`config.mk`:
```
export PLATFORM = sky130hd
export DESIGN_NAME = y86Core
export DESIGN_NICKNAME = d
export VERILOG_FILES = /design/src/rtl/y86Pkg.sv /design/src/rtl/executeUnit.sv /design/src/rtl/fetchDecode.sv /design/src/rtl/memoryAccess.sv /design/src/rtl/registerFile.sv /design/src/rtl/stageSequencer.sv /design/src/rtl/y86Core.sv
export SDC_FILE = /design/constraint.sdc
export NUM_CORES = 1
export LEC_CHECK = 0
export BUFFER_PORTS_ARGS = -buffer_cell sky130_fd_sc_hd__buf_2
export CORE_UTILIZATION = 25
export DETAILED_ROUTE_END_ITERATION = 10
export PLACE_DENSITY_LB_ADDON = 0.1
export SLEW_MARGIN = 40
export SYNTH_ARGS = -nofsm -noshare
export SYNTH_HDL_FRONTEND = slang
export SYNTH_SLANG_ARGS = --single-unit
```
`constraint.sdc`:
```
create_clock -name clk -period 23.9 [get_ports clk]
set_input_delay 4.78 -clock clk [delete_from_list [all_inputs] [get_ports clk]]
set_output_delay 4.78 -clock clk [all_outputs]
set_load 0.01 [all_outputs]
```
`src/rtl/y86Pkg.sv`:
```
package y86Pkg;

  typedef logic [31:0] word_t;   // Data, address or register value
  typedef logic [2:0]  regIdx_t;
  typedef logic [7:0]  opcode_t; // First instruction byte

  // One-hot encoding so each stage value is also the stage token
  typedef enum logic [5:0] {
    FETCH     = 6'b000001,
    DECODE    = 6'b000010,
    EXECUTE   = 6'b000100,
    MEMORY    = 6'b001000,
    WRITEBACK = 6'b010000,
    HALTED    = 6'b100000
  } stage_t;

  localparam opcode_t OP_ADD   = 8'h01;
  localparam opcode_t OP_SUB   = 8'h29;
  localparam opcode_t OP_MOVST = 8'h89; // Register move or store, told apart by mod
  localparam opcode_t OP_LOAD  = 8'h8B;
  localparam opcode_t OP_JNZ   = 8'h75;
  localparam opcode_t OP_HALT  = 8'hF4;

  localparam logic [1:0] MOD_DISP8 = 2'd1;
  localparam logic [1:0] MOD_REG   = 2'd3;

  localparam regIdx_t BASE_REG = 3'd6;  // Base for every memory address
  localparam word_t   RESET_IP = 32'h0;

  typedef struct packed {
    logic       isLoad;
    logic       isStore;
    logic       isMove;
    logic       isAdd;
    logic       isSub;
    logic       isJnz;
    logic       isHalt;
    regIdx_t    rd;
    regIdx_t    rs;
    word_t      displacement;
    word_t      distance;
    logic [1:0] length;
  } decodedInstr_t;

  typedef struct packed {
    word_t mar;
    word_t result;
    word_t storeData;
  } execResult_t;

  typedef struct packed {
    logic    en;
    regIdx_t idx;
    word_t   data;
  } regWrite_t;

endpackage

```
`src/rtl/executeUnit.sv`:
```
`timescale 1ns/1ps
module executeUnit (
  input  logic                  clk,
  input  logic                  rst,
  input  y86Pkg::stage_t        stage,
  input  y86Pkg::decodedInstr_t instr,
  input  y86Pkg::word_t         opA,
  input  y86Pkg::word_t         opB,
  output y86Pkg::execResult_t   res,
  output logic                  zeroFlag
);
  import y86Pkg::*;

  logic  isMem;
  logic  isAlu;
  word_t operand2;
  word_t sum;

  assign isMem = instr.isLoad || instr.isStore;
  assign isAlu = instr.isAdd || instr.isSub;

  always_comb
  begin
    if (isMem)
      operand2 = instr.displacement;
    else if (instr.isSub)
      operand2 = ~opB;
    else
      operand2 = opB;
  end

  // Subtract is A + ~B + 1
  assign sum = opA + operand2 + word_t'(instr.isSub);

  always_ff @(posedge clk)
  begin
    if (stage == EXECUTE)
    begin
      res.mar       <= sum;
      res.result    <= instr.isMove ? opB : sum;
      res.storeData <= opB;
    end
  end

  always_ff @(posedge clk)
  begin
    if (rst)
      zeroFlag <= 1'b0;
    else if (stage == EXECUTE && isAlu)
      zeroFlag <= (sum == '0);
  end

endmodule

```
`src/rtl/fetchDecode.sv`:
```
`timescale 1ns/1ps
module fetchDecode (
  input  logic                  clk,
  input  logic                  rst,
  input  y86Pkg::stage_t        stage,
  input  y86Pkg::word_t         busIn,
  input  logic                  zeroFlag,
  output y86Pkg::word_t         ip,
  output y86Pkg::decodedInstr_t instr,
  output y86Pkg::opcode_t       opcode
);
  import y86Pkg::*;

  word_t      ir;
  logic [1:0] mod;
  logic       isMem;
  logic       isTwoByte;
  logic       taken;
  word_t      ipNext;

  always_ff @(posedge clk)
  begin
    if (rst)
    begin
      ir <= '0;
      ip <= RESET_IP;
    end
    else
    begin
      if (stage == FETCH)
        ir <= busIn; // Bus answers within the fetch cycle
      if (stage == WRITEBACK)
        ip <= ipNext;
    end
  end

  assign opcode = ir[7:0];
  assign mod    = ir[15:14];

  assign instr.isLoad  = (opcode == OP_LOAD) && (mod == MOD_DISP8);
  assign instr.isStore = (opcode == OP_MOVST) && (mod == MOD_DISP8);
  assign instr.isMove  = (opcode == OP_MOVST) && (mod == MOD_REG);
  assign instr.isAdd   = (opcode == OP_ADD);
  assign instr.isSub   = (opcode == OP_SUB);
  assign instr.isJnz   = (opcode == OP_JNZ);
  assign instr.isHalt  = (opcode == OP_HALT);

  assign instr.rd = ir[10:8];
  assign instr.rs = ir[13:11];

  // Jump distance sits in the second byte, memory displacement in the third
  assign instr.distance     = {{24{ir[15]}}, ir[15:8]};
  assign instr.displacement = {{24{ir[23]}}, ir[23:16]};

  assign isMem     = instr.isLoad || instr.isStore;
  assign isTwoByte = instr.isMove || instr.isAdd || instr.isSub || instr.isJnz;

  always_comb
  begin
    if (isMem)
      instr.length = 2'd3;
    else if (isTwoByte)
      instr.length = 2'd2;
    else
      instr.length = 2'd1; // Halt and unknown opcodes
  end

  assign taken  = instr.isJnz && !zeroFlag;
  assign ipNext = ip + word_t'(instr.length) + (taken ? instr.distance : '0);

  oneClass: assert property (
    @(posedge clk) disable iff (rst)
    $onehot0({instr.isLoad, instr.isStore, instr.isMove, instr.isAdd,
              instr.isSub, instr.isJnz, instr.isHalt})
  );

endmodule

```
`src/rtl/memoryAccess.sv`:
```
`timescale 1ns/1ps
module memoryAccess (
  input  logic                  clk,
  input  logic                  rst,
  input  y86Pkg::stage_t        stage,
  input  y86Pkg::decodedInstr_t instr,
  input  y86Pkg::word_t         ip,
  input  y86Pkg::execResult_t   res,
  output y86Pkg::word_t         busA,
  output y86Pkg::word_t         busOut,
  output logic                  busRe,
  output logic                  busWe,
  input  y86Pkg::word_t         busIn,
  output y86Pkg::word_t         loadData
);
  import y86Pkg::*;

  logic loadCycle;

  assign loadCycle = (stage == MEMORY) && instr.isLoad;

  always_comb
  begin
    case (stage)
      FETCH:   busA = ip;
      MEMORY:  busA = res.mar;
      default: busA = '0;
    endcase
  end

  assign busRe  = (stage == FETCH) || loadCycle;
  assign busWe  = (stage == MEMORY) && instr.isStore;
  assign busOut = res.storeData;

  always_ff @(posedge clk)
  begin
    if (rst)
      loadData <= '0;
    else if (loadCycle)
      loadData <= busIn; // Combinational read returns in this cycle
  end

  noBusClash: assert property (
    @(posedge clk) disable iff (rst)
    !(busRe && busWe)
  );

endmodule

```
`src/rtl/registerFile.sv`:
```
`timescale 1ns/1ps
module registerFile (
  input  logic              clk,
  input  logic              rst,
  input  y86Pkg::regIdx_t   addrA,
  input  y86Pkg::regIdx_t   addrB,
  output y86Pkg::word_t     dataA,
  output y86Pkg::word_t     dataB,
  input  y86Pkg::regWrite_t wr
);
  import y86Pkg::*;

  word_t regs [8];

  always_ff @(posedge clk)
  begin
    if (rst)
    begin
      for (int i = 0; i < 8; i++)
      begin
        regs[i] <= '0;
      end
    end
    else if (wr.en)
    begin
      regs[wr.idx] <= wr.data;
    end
  end

  // Read ports see the old value during the writeback cycle
  assign dataA = regs[addrA];
  assign dataB = regs[addrB];

endmodule

```
`src/rtl/stageSequencer.sv`:
```
`timescale 1ns/1ps
module stageSequencer (
  input  logic            clk,
  input  logic            rst,
  input  logic            haltSeen,
  output y86Pkg::stage_t  stage,
  output logic            halted
);
  import y86Pkg::*;

  always_ff @(posedge clk)
  begin
    if (rst)
      stage <= FETCH;
    else
    begin
      case (stage)
        FETCH:     stage <= DECODE;
        DECODE:    stage <= haltSeen ? HALTED : EXECUTE; // Halt stops the ring here
        EXECUTE:   stage <= MEMORY;
        MEMORY:    stage <= WRITEBACK;
        WRITEBACK: stage <= FETCH;
        HALTED:    stage <= HALTED;
        default:   stage <= FETCH;
      endcase
    end
  end

  assign halted = (stage == HALTED);

  // Only reset brings the core out of the halted state
  haltIsFinal: assert property (
    @(posedge clk) disable iff (rst)
    stage == HALTED |=> stage == HALTED
  );

endmodule

```
`src/rtl/y86Core.sv`:
```
`timescale 1ns/1ps
module y86Core (
  input  logic            clk,
  input  logic            rst,
  output y86Pkg::word_t   busA,
  output y86Pkg::word_t   busOut,
  input  y86Pkg::word_t   busIn,
  output logic            busWe,
  output logic            busRe,
  output y86Pkg::opcode_t currentOpcode,
  output logic            halted
);
  import y86Pkg::*;

  stage_t        stage;
  word_t         ip;
  decodedInstr_t instr;
  logic          zeroFlag;
  regIdx_t       addrA;
  regIdx_t       addrB;
  word_t         dataA;
  word_t         dataB;
  execResult_t   res;
  word_t         loadData;
  regWrite_t     wr;

  stageSequencer uSeq (
    .clk, .rst, .haltSeen(instr.isHalt), .stage, .halted
  );

  fetchDecode uFetch (
    .clk, .rst, .stage, .busIn, .zeroFlag, .ip, .instr, .opcode(currentOpcode)
  );

  // Memory forms address from the base register
  assign addrA = (instr.isLoad || instr.isStore) ? BASE_REG : instr.rd;
  assign addrB = instr.rs;

  registerFile uRegs (
    .clk, .rst, .addrA, .addrB, .dataA, .dataB, .wr
  );

  executeUnit uExec (
    .clk, .rst, .stage, .instr, .opA(dataA), .opB(dataB), .res, .zeroFlag
  );

  memoryAccess uMem (
    .clk, .rst, .stage, .instr, .ip, .res,
    .busA, .busOut, .busRe, .busWe, .busIn, .loadData
  );

  // A load writes rs, everything else writes rd
  assign wr.en   = (stage == WRITEBACK) &&
                   (instr.isMove || instr.isAdd || instr.isSub || instr.isLoad);
  assign wr.idx  = instr.isLoad ? instr.rs : instr.rd;
  assign wr.data = instr.isLoad ? loadData : res.result;

endmodule

```
Yosys cells after proc, flatten, opt, wreduce, memory -nomap -nowiden
Memories as Yosys holds them, arrays and structs flattened. A register that Yosys moved wholly into a read port is not among the register bits.
Cells that the tools add are included.

word-level totals
  bits in registers = 191
  bits in latches = 0
  memory bits (writable) = 256
  memory bits (read-only) = 0
  input bits = 34
  output and inout bits = 75
  word-level logic and storage cells = 68
  memories = 1

cells by class
  add/subtract/negate cells = 4
  multipliers = 0
  div/mod/pow operators = 0
  $lt $le $gt $ge = 0
  equal/unequal tests = 14
  shifts and indexed selects = 0
  mux-type cells = 22
  bitwise operators = 1
  reduce and logical (&&, ||, !) cells = 18

memory list
  name        words  bits a word  rd ports  clocked after memory_dff  write ports  line                source
  uRegs.regs  8      32           2         1                         8            registerFile.sv:13  word_t regs [8];

operators by type and width
  operator                                                                count
  32-bit 2-to-1 mux                                                       6
  32-bit adder                                                            2
  32-bit one-hot mux with 2 select lines                                  1
  32-bit by 1-bit adder with 32-bit output                                1
  32-bit by 2-bit adder with 32-bit output                                1
  32-bit logical NOT                                                      1
  32-bit NOT                                                              1
  32-bit OR reduction                                                     1
  6-bit one-hot mux with 5 select lines                                   1
  8-bit equality test (second input constant)                             3
  3-bit 2-to-1 mux                                                        5
  8-bit by 1-bit equality test with 1-bit output (second input constant)  1
  8-bit by 6-bit equality test with 1-bit output (second input constant)  1
  8-bit by 7-bit equality test with 1-bit output (second input constant)  1
  1-bit logical AND                                                       8
  1-bit logical OR                                                        7
  6-bit by 1-bit equality test with 1-bit output (second input constant)  1
  6-bit by 2-bit equality test with 1-bit output (second input constant)  1
  6-bit by 3-bit equality test with 1-bit output (second input constant)  1
  6-bit by 4-bit equality test with 1-bit output (second input constant)  1
  6-bit by 5-bit equality test with 1-bit output (second input constant)  1
  6-bit equality test (second input constant)                             1
  1-bit 2-to-1 mux                                                        6
  6-bit 2-to-1 mux                                                        1
  other kinds (4)                                                         5

Longest topological paths before layout
  depth in word-level cells = 11
  depth in mapped cells = 23
  mapped depth without buffers = 21

Modules after synthesis
Synthesis repeated with hierarchy kept, for this count alone.

second synthesis, totals
  cell total of the unflattened synthesis = 2270
  area, all modules = 26912.1 um2

by module, submodules not included
  module          instances  cells each  area an instance (um2)  seq. area each (um2)
  registerFile    1          843         13639.3                 7687.4
  executeUnit     1          544         5859.4                  2902.8
  fetchDecode     1          593         4631.9                  1121.1
  memoryAccess    1          216         2054.5                  640.6
  y86Core         1          47          467.9                   0.0
  stageSequencer  1          27          259.0                   120.1

Worst setup path before layout
No wires, ideal clock.

  kind = register to register
  from = reg uSeq.stage[0]
  to = reg uExec.res[0] (netlist name)
  library setup time = 0.691 ns
  arrival = 8.072 ns
  data required time = 23.209 ns
  path slack = 15.137 ns
  cell stages (with the launch flop) = 4
  buffers on the path = 1
  cell sequence = dfxtp_1 -> clkbuf_1 -> or4_4 -> nor3b_1

between the ends
  longest elaborated chain between the ends = 1

RTL lines
  item                                            line                  source
  start: declaration                              stageSequencer.sv:6   output y86Pkg::stage_t stage,
  start signal: assignment                        stageSequencer.sv:19  DECODE: stage <= haltSeen ? HALTED : EXECUTE;
  6-bit by 3-bit equality test with 1-bit output  executeUnit.sv:37     if (stage == EXECUTE)

Every way passes these cells.
A chain may end at the register's enable or synchronous reset.

Worst setup path after layout
  from = reg uFetch.ir[2]
  to = out busRe

between the ends
  longest elaborated chain between the ends = 4

RTL lines
  item                      line                source
  start: declaration        fetchDecode.sv:14   word_t ir;
  start signal: assignment  fetchDecode.sv:31   ir <= busIn;
  8-bit equality test       fetchDecode.sv:40   assign instr.isLoad = (opcode == OP_LOAD) && (mod == MOD_DISP8);
  1-bit logical AND         fetchDecode.sv:40
  1-bit logical AND         memoryAccess.sv:20  assign loadCycle = (stage == MEMORY) && instr.isLoad;
  1-bit logical OR          memoryAccess.sv:31  assign busRe = (stage == FETCH) || loadCycle;
  end: declaration          y86Core.sv:9        output logic busRe,

Every way passes these cells.

==> results_dict.tcl <==
set metrics [dict create \
    status "complete, no violations" \
    design.core.area_mm2 0.100 \
    p_leak_uw 0.0111 \
    rsz0062_at_grt "no" \
    synthTopCellsByCount "nand2_1 (530), edfxtp_1 (352), nor2_1 (312), nand3_1 (167), clkbuf_1 (143)" \
    cpLargestDelayFamily "simple AND/OR/NAND/NOR gates" \
    drtIter0Drc 1534 \
    clkTransAtPathRegs_ns 0.06 \
    cts_tree "yes" \
    final_layout_size_suffix_gt1_share_pct 15.2 \
    post_cts_resized 0 \
    grt.total_usage_pct 17.4 \
    cts_root_buf "clkbuf_16" \
    hold_path_class "reg -> reg" \
    ys_types 84 \
    tightest_slew_ns 0.904 \
    hold_viol_final 0 \
    layout_min_cycle_time_ns 7.73 \
    wl_per_cell_um 23.0 \
    viasPerCell 4.98 \
    synthToLayoutAreaGrowth_pct 15.3 \
    peakVddDrop_mv 0.0555 \
    start_kind "register" \
    cpMaxStageDelayCell "buf_4" \
    cts_buffer_depth 3 \
    syn_area_per_cell_um2 9.83 \
    crit_arrival_ns 2.95 \
    fmax_mhz 129 \
    ys_seq_area_share_pct 49.7 \
    timing.final.crit_share_pct 32.4 \
    finalSetupViolCount 0 \
    die_w_um 320 \
    place_hpwl_um 60000 \
    required_ns 19.12 \
    finalClockSkew_ns 0.0295 \
    syn_area_mm2 0.0252 \
    initial_core_util_pct 25.2 \
    setup_tns_ns 0 \
    synth_enable_flop_cells 352 \
    numCtsBuffers 55 \
    cts_hold_buf 0 \
    port_buffers 108 \
    synthMostInstantiatedCell "nand2_1" \
    synth_top_area_share_pct 41.9 \
    ys_async_sr_fraction_pct 0 \
    netlist_instances 2567 \
    die_h_um 320 \
    vias 19571 \
    cp_common_cell "buf_4" \
    cts_setup_buffers 0 \
    grt_remaining_overflow 0 \
    crit_path_end_kind "output pin" \
    gp_congestion 0.853 \
    power_density_mw_per_mm2 82.1 \
    io_pins 109 \
    synth_area_leader_cell "edfxtp_1" \
    synth_area_leaders "edfxtp_1 (42%), nand2_1 (7.9%), dfxtp_1 (7.8%), mux4_2 (5.7%), nor2_1 (4.6%)" \
    ys_warn_count 0 \
    slew_viol_final 0 \
    cp_num_buf_inv 3 \
    ys_ff_latch 450 \
    row_count 116 \
    drt_first_pass_iters 5 \
    path_cells "or3_1 > nor4_4 > buf_4 > nand3_1 > buf_4 > nand2_1 > buf_2" \
    critPathMaxStageDelay_ns 0.52 \
    max_slew_margin_pct 39.1 \
    grt_pass1_wl_um 132000 \
    syn_nets 2695 \
    htreeDepth 2 \
    ant_nets 0 \
    cts.sinks 450 \
    cp_max_fo 52 \
    fin_nets 2716 \
    ys.flop_type "edfxtp_1" \
    worstSetupPathType "reg -> out" \
    first_global_vias 19391 \
    clock_latency_ns 0.64 \
    fillers 10418 \
    antenna_found_initial 2 \
    holdWs_ns 0.458 \
    drcViolationCount 0 \
    die_area_mm2 0.102 \
    grt_max_degree 76 \
    routed_wl_um 90400 \
    maxCapViolations 0 \
]
-- sequential cells by signal, indices dropped and copies added, names as in the netlist, named ones only --
signal          flops
uFetch.ir          24
uExec.zeroFlag      1
uRegs.regs        256
uSeq.stage          6
uExec.res          96
uMem.loadData      32
uFetch.ip          32
-- cell usage in the layout, fill, tap and decap left out, types with 17 or more instances in the layout --
master / count
mux4_2: 64
mux2i_2: 27
nor2_1: 310
ha_1: 89
a22o_1: 32
dfxtp_1: 95
edfxtp_1: 352
o21ai_1: 22
nand2_1: 520
nand3_1: 166
xor2_1: 19
a211oi_1: 17
a21o_1: 25
inv_1: 59
mux2i_1: 42
xnor2_1: 59
clkbuf_16: 56
buf_2: 107
a21oi_1: 138
o21ai_0: 98
buf_4: 43
-- cell type report --
class | count | area (µm²) | share of cell area (%)
Sequential cell | 450 | 12500 | 43.1
Multi-Input combinational cell | 1862 | 11800 | 40.7
Tap cell | 1298 | 1620 | 5.58
Clock buffer | 67 | 1470 | 5.06
Timing Repair Buffer | 157 | 941 | 3.23
Clock inverter | 36 | 442 | 1.52
Inverter | 62 | 233 | 0.800
Antenna cell | 1 | 2.50 | 0.00860
-- tightest hold or removal path: stages, from the launching register on --
cell and delay [ns]:
dfxtp_1 0.31, nand2_1 0.05, a21oi_1 0.05
-- kinds of logic after synthesis --
family          Yosys count  synth area share, %
fa+ha+maj                94                 4.81
flops                   450                 49.7
buf+inv                 255                 4.34
compound gates          420                 10.5
simple gates           1128                 19.0
xor+xnor                 79                 2.77
mux                     141                 8.81
-- final timing paths --
kind	from	endpoint	slack, ns	cells past startpoint
worst min register to register	uMem.loadData[26]	uMem.loadData[26]	0.46	2
worst max register to register	uFetch.ir[2]	uExec.zeroFlag	16.85	22
worst max-delay path	uFetch.ir[2]	busRe	16.17	7
worst min-delay path	uMem.loadData[26]	uMem.loadData[26]	0.46	2
-- metrics by stage --
step / utilization, % / total power (µW) / cells / setup slack, ns / instance area [µm²]
2_1_floorplan: - / 1290 / 2567 / 15.14 / 25200
3_3_place_gp: 27.0 / 1500 / 3828 / 15.67 / 27000
3_5_place_dp: 27.1 / 1510 / 3828 / 15.99 / 27100
4_1_cts: 29.1 / 2420 / 3931 / 16.09 / 29100
5_1_grt: 29.1 / 2500 / 3932 / 15.95 / 29100
6_report: 29.1 / 2390 / 3933 / 16.17 / 29100
-- where the power goes --
group | switching (µW) | internal [µW] | leakage, µW
registers | 26.1 | 893 | 0.00431
clock network | 364 | 536 | 0.000922
logic | 379 | 192 | 0.00590
total | 768 | 1620 | 0.0111
-- per-layer routing --
metal	up-vias	track usage [%]	part of all wire [%]
met3	111	3.00	5.5
met1	9784	23.5	46
met4	2	4.48	2.3
met2	523	28.6	46
li1	9151	-	-
met5	-	0	0.021
Power figures use the tool's default switching activity.
